$ cat src/include/fight_defs.svh
`ifndef FIGHT_DEFS_SVH
`define FIGHT_DEFS_SVH

// Movement and arena
`define FIGHT_SPEED        15
`define FIGHT_X_MIN        50
`define FIGHT_X_MAX        490
`define FIGHT_START_L      210
`define FIGHT_START_R      420
`define FIGHT_POS_Y        170

// Box offsets from the fighter's position
`define FIGHT_HIT_X1       37
`define FIGHT_HIT_X2       113
`define FIGHT_HIT_Y1       24
`define FIGHT_HIT_Y2       57
`define FIGHT_BODY_NEAR    37
`define FIGHT_BODY_FAR     86
`define FIGHT_SPRITE_W     150

`define FIGHT_START_LEN    5  // Cycles in each attack phase
`define FIGHT_ACTIVE_LEN   2
`define FIGHT_PULL_LEN     16

`define FIGHT_HEALTH_MAX   100
`define FIGHT_DAMAGE       10

`define FIGHT_REG_CTRL     8'h00
`define FIGHT_REG_LEFT     8'h04
`define FIGHT_REG_RIGHT    8'h08

`endif

$ cat src/fight_pkg.sv
package fight_pkg;

  // Encodings are visible to host software through the status registers
  typedef enum logic [3:0] {
    idle       = 4'd0,
    move_fwd   = 4'd1,
    move_back  = 4'd2,
    atk_start  = 4'd3,
    atk_active = 4'd4, // Only phase where the attack box can land
    atk_pull   = 4'd5
  } fighter_state_e;

  // Inclusive rectangle, x1 <= x2 and y1 <= y2
  typedef struct packed {
    logic [9:0] x1;
    logic [9:0] x2;
    logic [9:0] y1;
    logic [9:0] y2;
  } box_t;

endpackage

$ cat src/fighter_if.sv
`timescale 1ns/1ps

interface fighter_if;

  logic [9:0]                posx;
  fight_pkg::fighter_state_e state;
  fight_pkg::box_t           hit_box;  // Attack reach
  fight_pkg::box_t           body_box; // Area that can be hit

  modport source (
    output posx,
    output state,
    output hit_box,
    output body_box
  );

  modport judge (
    input state,
    input hit_box,
    input body_box
  );

  modport status (
    input posx,
    input state
  );

endinterface

$ cat src/round_if.sv
`timescale 1ns/1ps

interface round_if;

  logic [6:0] health_l;
  logic [6:0] health_r;
  logic       round_over;
  logic       winner;  // Set when the right fighter won
  logic       restart; // Single-cycle pulse from the host

  modport keeper (
    output health_l, health_r, round_over, winner,
    input  restart
  );

  modport fighter (
    input round_over, restart
  );

  modport host (
    input  health_l, health_r, round_over, winner,
    output restart
  );

endinterface

$ cat src/fight_top.sv
`timescale 1ns/1ps

module fight_top (
  input  logic        clk,
  input  logic        rst,
  input  logic        left_l,
  input  logic        right_l,
  input  logic        attack_l,
  input  logic        left_r,
  input  logic        right_r,
  input  logic        attack_r,
  input  logic [7:0]  s_axil_awaddr,
  input  logic        s_axil_awvalid,
  output logic        s_axil_awready,
  input  logic [31:0] s_axil_wdata,
  input  logic [3:0]  s_axil_wstrb,
  input  logic        s_axil_wvalid,
  output logic        s_axil_wready,
  output logic [1:0]  s_axil_bresp,
  output logic        s_axil_bvalid,
  input  logic        s_axil_bready,
  input  logic [7:0]  s_axil_araddr,
  input  logic        s_axil_arvalid,
  output logic        s_axil_arready,
  output logic [31:0] s_axil_rdata,
  output logic [1:0]  s_axil_rresp,
  output logic        s_axil_rvalid,
  input  logic        s_axil_rready
);

  logic hit_on_l;
  logic hit_on_r;

  fighter_if fl ();
  fighter_if fr ();
  round_if   round ();

  fighter_fsm #(.SIDE(1'b0)) fighter_l (
    .clk(clk), .rst(rst), .left(left_l), .right(right_l), .attack(attack_l),
    .fighter(fl), .round(round)
  );

  fighter_fsm #(.SIDE(1'b1)) fighter_r (
    .clk(clk), .rst(rst), .left(left_r), .right(right_r), .attack(attack_r),
    .fighter(fr), .round(round)
  );

  hit_judge judge (
    .clk(clk), .rst(rst), .fl(fl), .fr(fr), .hit_on_l(hit_on_l), .hit_on_r(hit_on_r)
  );

  health_keeper keeper (
    .clk(clk), .rst(rst), .hit_on_l(hit_on_l), .hit_on_r(hit_on_r), .round(round)
  );

  status_regs regs (
    .clk(clk), .rst(rst),
    .s_axil_awaddr(s_axil_awaddr), .s_axil_awvalid(s_axil_awvalid),
    .s_axil_awready(s_axil_awready),
    .s_axil_wdata(s_axil_wdata), .s_axil_wstrb(s_axil_wstrb),
    .s_axil_wvalid(s_axil_wvalid), .s_axil_wready(s_axil_wready),
    .s_axil_bresp(s_axil_bresp), .s_axil_bvalid(s_axil_bvalid),
    .s_axil_bready(s_axil_bready),
    .s_axil_araddr(s_axil_araddr), .s_axil_arvalid(s_axil_arvalid),
    .s_axil_arready(s_axil_arready),
    .s_axil_rdata(s_axil_rdata), .s_axil_rresp(s_axil_rresp),
    .s_axil_rvalid(s_axil_rvalid), .s_axil_rready(s_axil_rready),
    .fl(fl), .fr(fr), .round(round)
  );

endmodule

$ cat src/fighter_fsm.sv
`timescale 1ns/1ps
`include "fight_defs.svh"

module fighter_fsm #(
  parameter bit SIDE = 1'b0 // 0 is the left fighter, 1 the right one
) (
  input  logic       clk,
  input  logic       rst,
  input  logic       left,
  input  logic       right,
  input  logic       attack,
  fighter_if.source  fighter,
  round_if.fighter   round
);

  localparam logic [9:0] start_x = SIDE ? 10'(`FIGHT_START_R) : 10'(`FIGHT_START_L);
  localparam logic [9:0] pos_y   = 10'(`FIGHT_POS_Y);

  fight_pkg::fighter_state_e state;
  fight_pkg::fighter_state_e state_nx;
  logic [4:0]                phase_cnt;
  logic                      phase_done;
  logic [9:0]                posx;
  logic [9:0]                posx_step;
  logic [9:0]                posx_nx;
  fight_pkg::box_t           hit_box;
  fight_pkg::box_t           body_box;

  ////////////////////////////////////////
  // State and phase counter
  ////////////////////////////////////////

  always_comb begin
    case (state)
      fight_pkg::atk_start:  phase_done = (phase_cnt == 5'(`FIGHT_START_LEN - 1));
      fight_pkg::atk_active: phase_done = (phase_cnt == 5'(`FIGHT_ACTIVE_LEN - 1));
      fight_pkg::atk_pull:   phase_done = (phase_cnt == 5'(`FIGHT_PULL_LEN - 1));
      default:               phase_done = 1'b0;
    endcase
  end

  always_comb begin
    state_nx = state;
    case (state)
      fight_pkg::idle, fight_pkg::move_fwd, fight_pkg::move_back: begin
        if (attack) begin
          state_nx = fight_pkg::atk_start;
        end else if (left && right) begin
          state_nx = fight_pkg::move_back;
        end else if (left) begin
          state_nx = SIDE ? fight_pkg::move_fwd : fight_pkg::move_back;
        end else if (right) begin
          state_nx = SIDE ? fight_pkg::move_back : fight_pkg::move_fwd;
        end else begin
          state_nx = fight_pkg::idle;
        end
      end
      fight_pkg::atk_start:  if (phase_done) state_nx = fight_pkg::atk_active;
      fight_pkg::atk_active: if (phase_done) state_nx = fight_pkg::atk_pull;
      fight_pkg::atk_pull:   if (phase_done) state_nx = fight_pkg::idle;
      default:               state_nx = fight_pkg::idle;
    endcase
    if (round.round_over) state_nx = fight_pkg::idle; // Frozen after a knockout
  end

  ////////////////////////////////////////
  // Position, one step behind the state
  ////////////////////////////////////////

  always_comb begin
    case (state)
      fight_pkg::move_fwd:  posx_step = SIDE ? posx - 10'(`FIGHT_SPEED) : posx + 10'(`FIGHT_SPEED);
      fight_pkg::move_back: posx_step = SIDE ? posx + 10'(`FIGHT_SPEED) : posx - 10'(`FIGHT_SPEED);
      default:              posx_step = posx;
    endcase
    if (posx_step < 10'(`FIGHT_X_MIN)) begin
      posx_nx = 10'(`FIGHT_X_MIN);
    end else if (posx_step > 10'(`FIGHT_X_MAX)) begin
      posx_nx = 10'(`FIGHT_X_MAX);
    end else begin
      posx_nx = posx_step;
    end
  end

  always_ff @(posedge clk or posedge rst) begin
    if (rst) begin
      state     <= fight_pkg::idle;
      phase_cnt <= '0;
      posx      <= start_x;
    end else if (round.restart) begin
      state     <= fight_pkg::idle;
      phase_cnt <= '0;
      posx      <= start_x;
    end else begin
      state     <= state_nx;
      phase_cnt <= (state_nx == state) ? phase_cnt + 5'd1 : 5'd0; // Restart on every change
      posx      <= posx_nx;
    end
  end

  // Body box is mirrored inside the sprite for the right fighter
  always_comb begin
    hit_box.x1  = posx + 10'(`FIGHT_HIT_X1);
    hit_box.x2  = posx + 10'(`FIGHT_HIT_X2);
    hit_box.y1  = pos_y + 10'(`FIGHT_HIT_Y1);
    hit_box.y2  = pos_y + 10'(`FIGHT_HIT_Y2);
    body_box.x1 = SIDE ? posx + 10'(`FIGHT_SPRITE_W - `FIGHT_BODY_FAR)
                       : posx + 10'(`FIGHT_BODY_NEAR);
    body_box.x2 = SIDE ? posx + 10'(`FIGHT_SPRITE_W - `FIGHT_BODY_NEAR)
                       : posx + 10'(`FIGHT_BODY_FAR);
    body_box.y1 = pos_y;
    body_box.y2 = pos_y + 10'(`FIGHT_SPRITE_W);
  end

  assign fighter.posx     = posx;
  assign fighter.state    = state;
  assign fighter.hit_box  = hit_box;
  assign fighter.body_box = body_box;

endmodule

$ cat src/health_keeper.sv
`timescale 1ns/1ps
`include "fight_defs.svh"

module health_keeper (
  input  logic     clk,
  input  logic     rst,
  input  logic     hit_on_l,
  input  logic     hit_on_r,
  round_if.keeper  round
);

  localparam logic [6:0] damage     = 7'(`FIGHT_DAMAGE);
  localparam logic [6:0] health_max = 7'(`FIGHT_HEALTH_MAX);

  logic [6:0] health_l_nx;
  logic [6:0] health_r_nx;
  logic       knockout;

  // Damage saturates at zero
  always_comb begin
    health_l_nx = round.health_l;
    health_r_nx = round.health_r;
    if (hit_on_l) begin
      health_l_nx = (round.health_l > damage) ? round.health_l - damage : 7'd0;
    end
    if (hit_on_r) begin
      health_r_nx = (round.health_r > damage) ? round.health_r - damage : 7'd0;
    end
  end

  assign knockout = (health_l_nx == 7'd0) || (health_r_nx == 7'd0);

  ////////////////////////////////////////
  // Health and round result
  ////////////////////////////////////////

  always_ff @(posedge clk or posedge rst) begin
    if (rst) begin
      round.health_l   <= health_max;
      round.health_r   <= health_max;
      round.round_over <= 1'b0;
      round.winner     <= 1'b0;
    end else if (round.restart) begin
      round.health_l   <= health_max;
      round.health_r   <= health_max;
      round.round_over <= 1'b0;
      round.winner     <= 1'b0;
    end else if (!round.round_over) begin
      round.health_l <= health_l_nx;
      round.health_r <= health_r_nx;
      if (knockout) begin
        round.round_over <= 1'b1;
        // A double knockout goes to the left fighter
        round.winner     <= (health_r_nx != 7'd0);
      end
    end
  end

endmodule

$ cat src/hit_judge.sv
`timescale 1ns/1ps

module hit_judge (
  input  logic      clk,
  input  logic      rst,
  fighter_if.judge  fl,
  fighter_if.judge  fr,
  output logic      hit_on_l,
  output logic      hit_on_r
);

  logic landed_by_l; // Left's current attack has already scored
  logic landed_by_r;
  logic score_l;     // Left fighter gets hit this cycle
  logic score_r;

  // Inclusive overlap in both axes
  function automatic logic boxes_touch(input fight_pkg::box_t a, input fight_pkg::box_t b);
    boxes_touch = (a.x1 <= b.x2) && (b.x1 <= a.x2) && (a.y1 <= b.y2) && (b.y1 <= a.y2);
  endfunction

  assign score_r = (fl.state == fight_pkg::atk_active) && !landed_by_l
                   && boxes_touch(fl.hit_box, fr.body_box);
  assign score_l = (fr.state == fight_pkg::atk_active) && !landed_by_r
                   && boxes_touch(fr.hit_box, fl.body_box);

  ////////////////////////////////////////
  // One pulse per attack
  ////////////////////////////////////////

  always_ff @(posedge clk or posedge rst) begin
    if (rst) begin
      hit_on_l    <= 1'b0;
      hit_on_r    <= 1'b0;
      landed_by_l <= 1'b0;
      landed_by_r <= 1'b0;
    end else begin
      hit_on_l    <= score_l;
      hit_on_r    <= score_r;
      // Flag re-arms as soon as the attacker leaves the active phase
      landed_by_l <= (fl.state == fight_pkg::atk_active) && (landed_by_l || score_r);
      landed_by_r <= (fr.state == fight_pkg::atk_active) && (landed_by_r || score_l);
    end
  end

endmodule

$ cat src/status_regs.sv
`timescale 1ns/1ps
`include "fight_defs.svh"

module status_regs (
  input  logic        clk,
  input  logic        rst,
  input  logic [7:0]  s_axil_awaddr,
  input  logic        s_axil_awvalid,
  output logic        s_axil_awready,
  input  logic [31:0] s_axil_wdata,
  input  logic [3:0]  s_axil_wstrb,
  input  logic        s_axil_wvalid,
  output logic        s_axil_wready,
  output logic [1:0]  s_axil_bresp,
  output logic        s_axil_bvalid,
  input  logic        s_axil_bready,
  input  logic [7:0]  s_axil_araddr,
  input  logic        s_axil_arvalid,
  output logic        s_axil_arready,
  output logic [31:0] s_axil_rdata,
  output logic [1:0]  s_axil_rresp,
  output logic        s_axil_rvalid,
  input  logic        s_axil_rready,
  fighter_if.status   fl,
  fighter_if.status   fr,
  round_if.host       round
);

  logic        wr_go;   // Write address and data taken this cycle
  logic        rd_go;
  logic        ctrl_hit;
  logic [31:0] rd_word;

  function automatic logic [31:0] fighter_word(input logic [9:0] posx,
                                               input fight_pkg::fighter_state_e state,
                                               input logic [6:0] health);
    fighter_word = {9'd0, health, 4'(state), 2'd0, posx};
  endfunction

  ////////////////////////////////////////
  // Handshakes
  ////////////////////////////////////////

  assign wr_go          = s_axil_awvalid && s_axil_wvalid && !s_axil_bvalid;
  assign rd_go          = s_axil_arvalid && !s_axil_rvalid;
  assign s_axil_awready = wr_go; // Address and data are taken together
  assign s_axil_wready  = wr_go;
  assign s_axil_arready = rd_go;
  assign s_axil_bresp   = 2'b00;
  assign s_axil_rresp   = 2'b00;

  assign ctrl_hit = (s_axil_awaddr == `FIGHT_REG_CTRL) && s_axil_wstrb[0] && s_axil_wdata[0];

  always_ff @(posedge clk or posedge rst) begin
    if (rst) begin
      s_axil_bvalid <= 1'b0;
      s_axil_rvalid <= 1'b0;
      round.restart <= 1'b0;
    end else begin
      round.restart <= wr_go && ctrl_hit;
      if (wr_go) begin
        s_axil_bvalid <= 1'b1;
      end else if (s_axil_bready) begin
        s_axil_bvalid <= 1'b0;
      end
      if (rd_go) begin
        s_axil_rvalid <= 1'b1;
      end else if (s_axil_rready) begin
        s_axil_rvalid <= 1'b0;
      end
    end
  end

  ////////////////////////////////////////
  // Register map
  ////////////////////////////////////////

  always_comb begin
    case (s_axil_araddr)
      `FIGHT_REG_CTRL:  rd_word = {30'd0, round.winner, round.round_over};
      `FIGHT_REG_LEFT:  rd_word = fighter_word(fl.posx, fl.state, round.health_l);
      `FIGHT_REG_RIGHT: rd_word = fighter_word(fr.posx, fr.state, round.health_r);
      default:          rd_word = 32'd0;
    endcase
  end

  // Read data is captured at the handshake and holds under back-pressure
  always_ff @(posedge clk) begin
    if (rd_go) begin
      s_axil_rdata <= rd_word;
    end
  end

endmodule

$ cat config.mk
export PLATFORM = sky130hd
export DESIGN_NAME = fight_top
export DESIGN_NICKNAME = d
export VERILOG_FILES = /design/src/fight_pkg.sv /design/src/fighter_if.sv /design/src/round_if.sv /design/src/fight_top.sv /design/src/fighter_fsm.sv /design/src/health_keeper.sv /design/src/hit_judge.sv /design/src/status_regs.sv
export VERILOG_INCLUDE_DIRS = /design/src /design/src/include
export SDC_FILE = /design/constraint.sdc
export NUM_CORES = 1
export LEC_CHECK = 0
export BUFFER_PORTS_ARGS = -buffer_cell sky130_fd_sc_hd__buf_4
export CAP_MARGIN = 0
export CORE_AREA = 2 2 145 112
export DETAILED_ROUTE_END_ITERATION = 10
export DIE_AREA = 0 0 147 114
export PLACE_DENSITY_LB_ADDON = 0.05
export SYNTH_ARGS = -nofsm -noshare
export SYNTH_HDL_FRONTEND = slang
export SYNTH_SLANG_ARGS = --single-unit
$ cat constraint.sdc
create_clock -name clk -period 3.49 [get_ports clk]
set_input_delay 0.349 -clock clk [delete_from_list [all_inputs] [get_ports clk]]
set_output_delay 0.349 -clock clk [all_outputs]
set_load 0.02 [all_outputs]
==> results by group <==
Status
  • Status: finished clean

Logic synthesis
  • Area leader, netlist: dfrtp_1
  • Dominant cells by area after synthesis: dfrtp_1, edfxtp_1, ha_1
  • Post-synth top flop: dfrtp_1
  • Top cell type's share of synthesized area: 0.182
  • Syn Area/Cell: 8.97 um2
  • Yosys cell types: 74
  • #FFs+latches synth: 82
  • Yosys Warn Count: 0
  • Synthesized cell area: 0.00645 mm2
  • Number of synthesized flops with an enable pin: 21
  • Mapped Cells: 719
  • Sequential fraction of the synthesis area: 0.337
  • Fraction of registers with async set or reset after synthesis: 0.744

Final layout
  • Fraction of layout cells with a size suffix above 1: 0.175
  • Most common cell after layout, fill and taps aside: buf_4
  • Layout Cells excl Fill: 986
  • Final Util: 0.478
  • Diode count: 0
  • Most frequent cells in the layout: buf_4, a21oi_1, ha_1, nor2_1, dfrtp_1
  • Fin nets: 887
  • Layout area overhead: 15.0%

Critical path
  • CP endpoint kind: flop
  • Startpoint Class: flop
  • Maximum fanout along the worst path: 8
  • RR Startpoint: fighter_l.fighter.state[2]$_DFF_PP0_
  • Critical Path Slowest Stage Cell: or4b_4
  • Critical Path RT: 3.79 ns
  • Biggest cell delay along the critical path: 0.61 ns
  • CP cell instances: or4b_4 -> ha_1 -> nor2b_1 -> o21a_2 -> or4_1 -> a21oi_1 -> xnor2_1 -> or4_4 -> o211ai_1 -> or2_1
  • WS Path Type: reg2reg
  • Critical path arrival: 3.65 ns
  • Worst Setup SP: fighter_l.fighter.state[2]$_DFF_PP0_

Global routing
  • Pin count of the biggest net entering global routing: 49
  • Vias in the first global route: 5,420
  • Initial antenna violation count: 0
  • Total GRT Usage: 0.210
  • Gr ovfl total: 0
  • First-pass GRT wire length: 27,900 um

Place
  • Input/output buffers: 56
  • Final GP Congestion: 0.851
  • DPL Wire Length: 12,800 um
  • Dpl cells: 970

Power
  • Register share of total power: 0.479
  • Total Power Consumption: 0.00216 W
  • Max VDD drop: 224 uV
  • Comb power frac: 0.090
  • Clock power share: 0.431
  • Switching power: 0.000573 W
  • Pwr Density: 291 mW/mm2
  • Pleak: 3.09 nW
  • Internal Power: 0.00159 W
  • Sw frac: 0.265

Floorplanning
  • I/O Pins: 106
  • Placeable Area: 0.0155 mm2
  • Standard-cell rows: 40
  • Die area: 0.0168 mm2
  • Die Ht: 114 um
  • Die Width: 147 um
  • Initial Utilization: 0.416

Run
  • Max-cap violations: 0

Routing
  • WL/cell: 17.1 um
  • Final wirelength: 16,900 um
  • Drt pass-1 iters: 5
  • Residual DRC count: 0
  • DRT iter0 DRCs: 311
  • Vias: 5,549
  • ANT nets after route: 0
  • Via density: 5.63

Clock network
  • Skew-Pair Late Insertion Delay: 0.35 ns
  • CTS tree: done
  • CTS Hold Bufs: 0
  • Root Driver: clkbuf_16
  • Max Buffers Root-to-Sink: 2
  • Htree depth: 3
  • Number of buffers created by CTS: 9
  • Sink Count: 82
  • Worst-path clk slew: 0.06 ns

Timing
  • Fin crit share: 0.961
  • Worst-margin pin slew: 1.05 ns
  • Min Tclk post-route: 3.35 ns
  • Setup Skew: 0.00905 ns
  • Final hold violations: 0
  • Max-slew headroom: 0.301
  • Setup violations, final: 0
  • RSZ-0062 raised after global routing: false
  • Peak Freq: 298 MHz
  • Setup TNS Final: 0 ns
  • Hold WS: 0.168 ns
  • Max-slew violation count: 0

Min path
  • Hold Crit Start: s_axil_rready
  • Hold crit path type: in2reg
cell usage after synthesis (3+ instances only):
master	count
and3_1	7
a211oi_1	9
nand2_1	42
or3_1	11
ha_1	50
a21o_1	12
inv_1	29
nor4_1	13
and2_1	7
a21oi_1	56
mux2i_1	11
o31ai_1	9
o21ai_1	3
dfstp_2	14
buf_4	16
clkbuf_1	36
or2_2	4
nand2b_1	4
nor3_1	16
xnor2_1	45
or4_1	5
dfrtp_1	47
nor4b_1	4
nand3b_1	6
nand3_1	22
nor2_1	49
a2111oi_0	3
o21a_1	5
a31oi_1	14
edfxtp_1	21
o21ai_0	23
nor2b_1	15
a22o_1	22
a32oi_1	3
nand4_1	10
xor2_1	22
o211ai_1	5
power groups by stage:
stage          Sequential [W]  Combinational, W  Clock (W)
3_5_place_dp          0.00105          0.000196          0
6_report              0.00103          0.000194   0.000932
3_3_place_gp          0.00105          0.000193          0
5_1_grt               0.00104          0.000214    0.00101
4_1_cts               0.00103          0.000197   0.000966
2_1_floorplan         0.00107          0.000105          0
area by class of cell:
class | count | area, um2
Fill cell | 1498 | 8100
Multi-Input combinational cell | 565 | 3970
Sequential cell | 82 | 2170
Clock buffer | 9 | 225
Timing Repair Buffer | 81 | 608
Tap cell | 210 | 263
Inverter | 32 | 120
Clock inverter | 7 | 61.3
routing by layer:
layer,part of all wire,track usage,vias to the layer above
met3,0.053,0.0416,20
met5,0,0,-
met1,0.49,0.297,2668
met2,0.44,0.331,169
met4,0.014,0.0564,0
li1,-,-,2692
critical path: cells and delay by family (launching register included):
kind                       cells  cell delay [ns]
and+or+nand+nor                5             1.84
AOI/OAI and AO/OA              3             0.64
DFF                            1             0.38
adders and majority gates      1             0.33
xor gates and xnor gates       1             0.12
worst paths after layout:
path                                                             to  slack, ns  cells after the start
worst min-delay path                 regs.s_axil_rvalid$_DFFE_PP0P_       0.17                      2
max in group asynchronous       fighter_r.fighter.posx[5]$_DFF_PP1_       2.44                      3
worst min register to register          judge.landed_by_r$_DFF_PP0_       0.48                      1
min in group asynchronous              regs.round.restart$_DFF_PP0_       0.26                      2
worst max-delay path            fighter_l.fighter.posx[1]$_DFF_PP1_       0.14                     10
worst max register to register  fighter_l.fighter.posx[1]$_DFF_PP1_       0.14                     10
registers in the layout, indices dropped and copies added (netlist names), 4 cells and up:
register / flops
regs.s_axil_rdata: 21
fighter_l.fighter.posx: 10
fighter_r.fighter.posx: 10
keeper.round.health_l: 7
keeper.round.health_r: 7
fighter_l.phase_cnt: 5
fighter_r.phase_cnt: 5
fighter_l.fighter.state: 4
fighter_r.fighter.state: 4
kinds of logic after synthesis:
family | share of synthesized area
buf+inv | 0.0644
compound gates | 0.193
fa+ha+maj | 0.100
mux | 0.0188
xor+xnor | 0.0910
simple gates | 0.195
flops | 0.337
other cells | 0.000581
stage by stage:
stage	worst slack (ns)	cell area, um2
4_1_cts	0.0843	7390
5_1_grt	0.0150	7420
2_1_floorplan	0.137	6520
3_3_place_gp	0.169	7100
3_5_place_dp	0.103	7100
6_report	0.137	7420
timing repair:
action | in CTS | in global routing
buffers inserted | 0 | 0
gates resized for setup | 0 | 6
endpoints found under the setup margin | 0 | 9
Note: power is estimated with default switching activity, not from simulation.
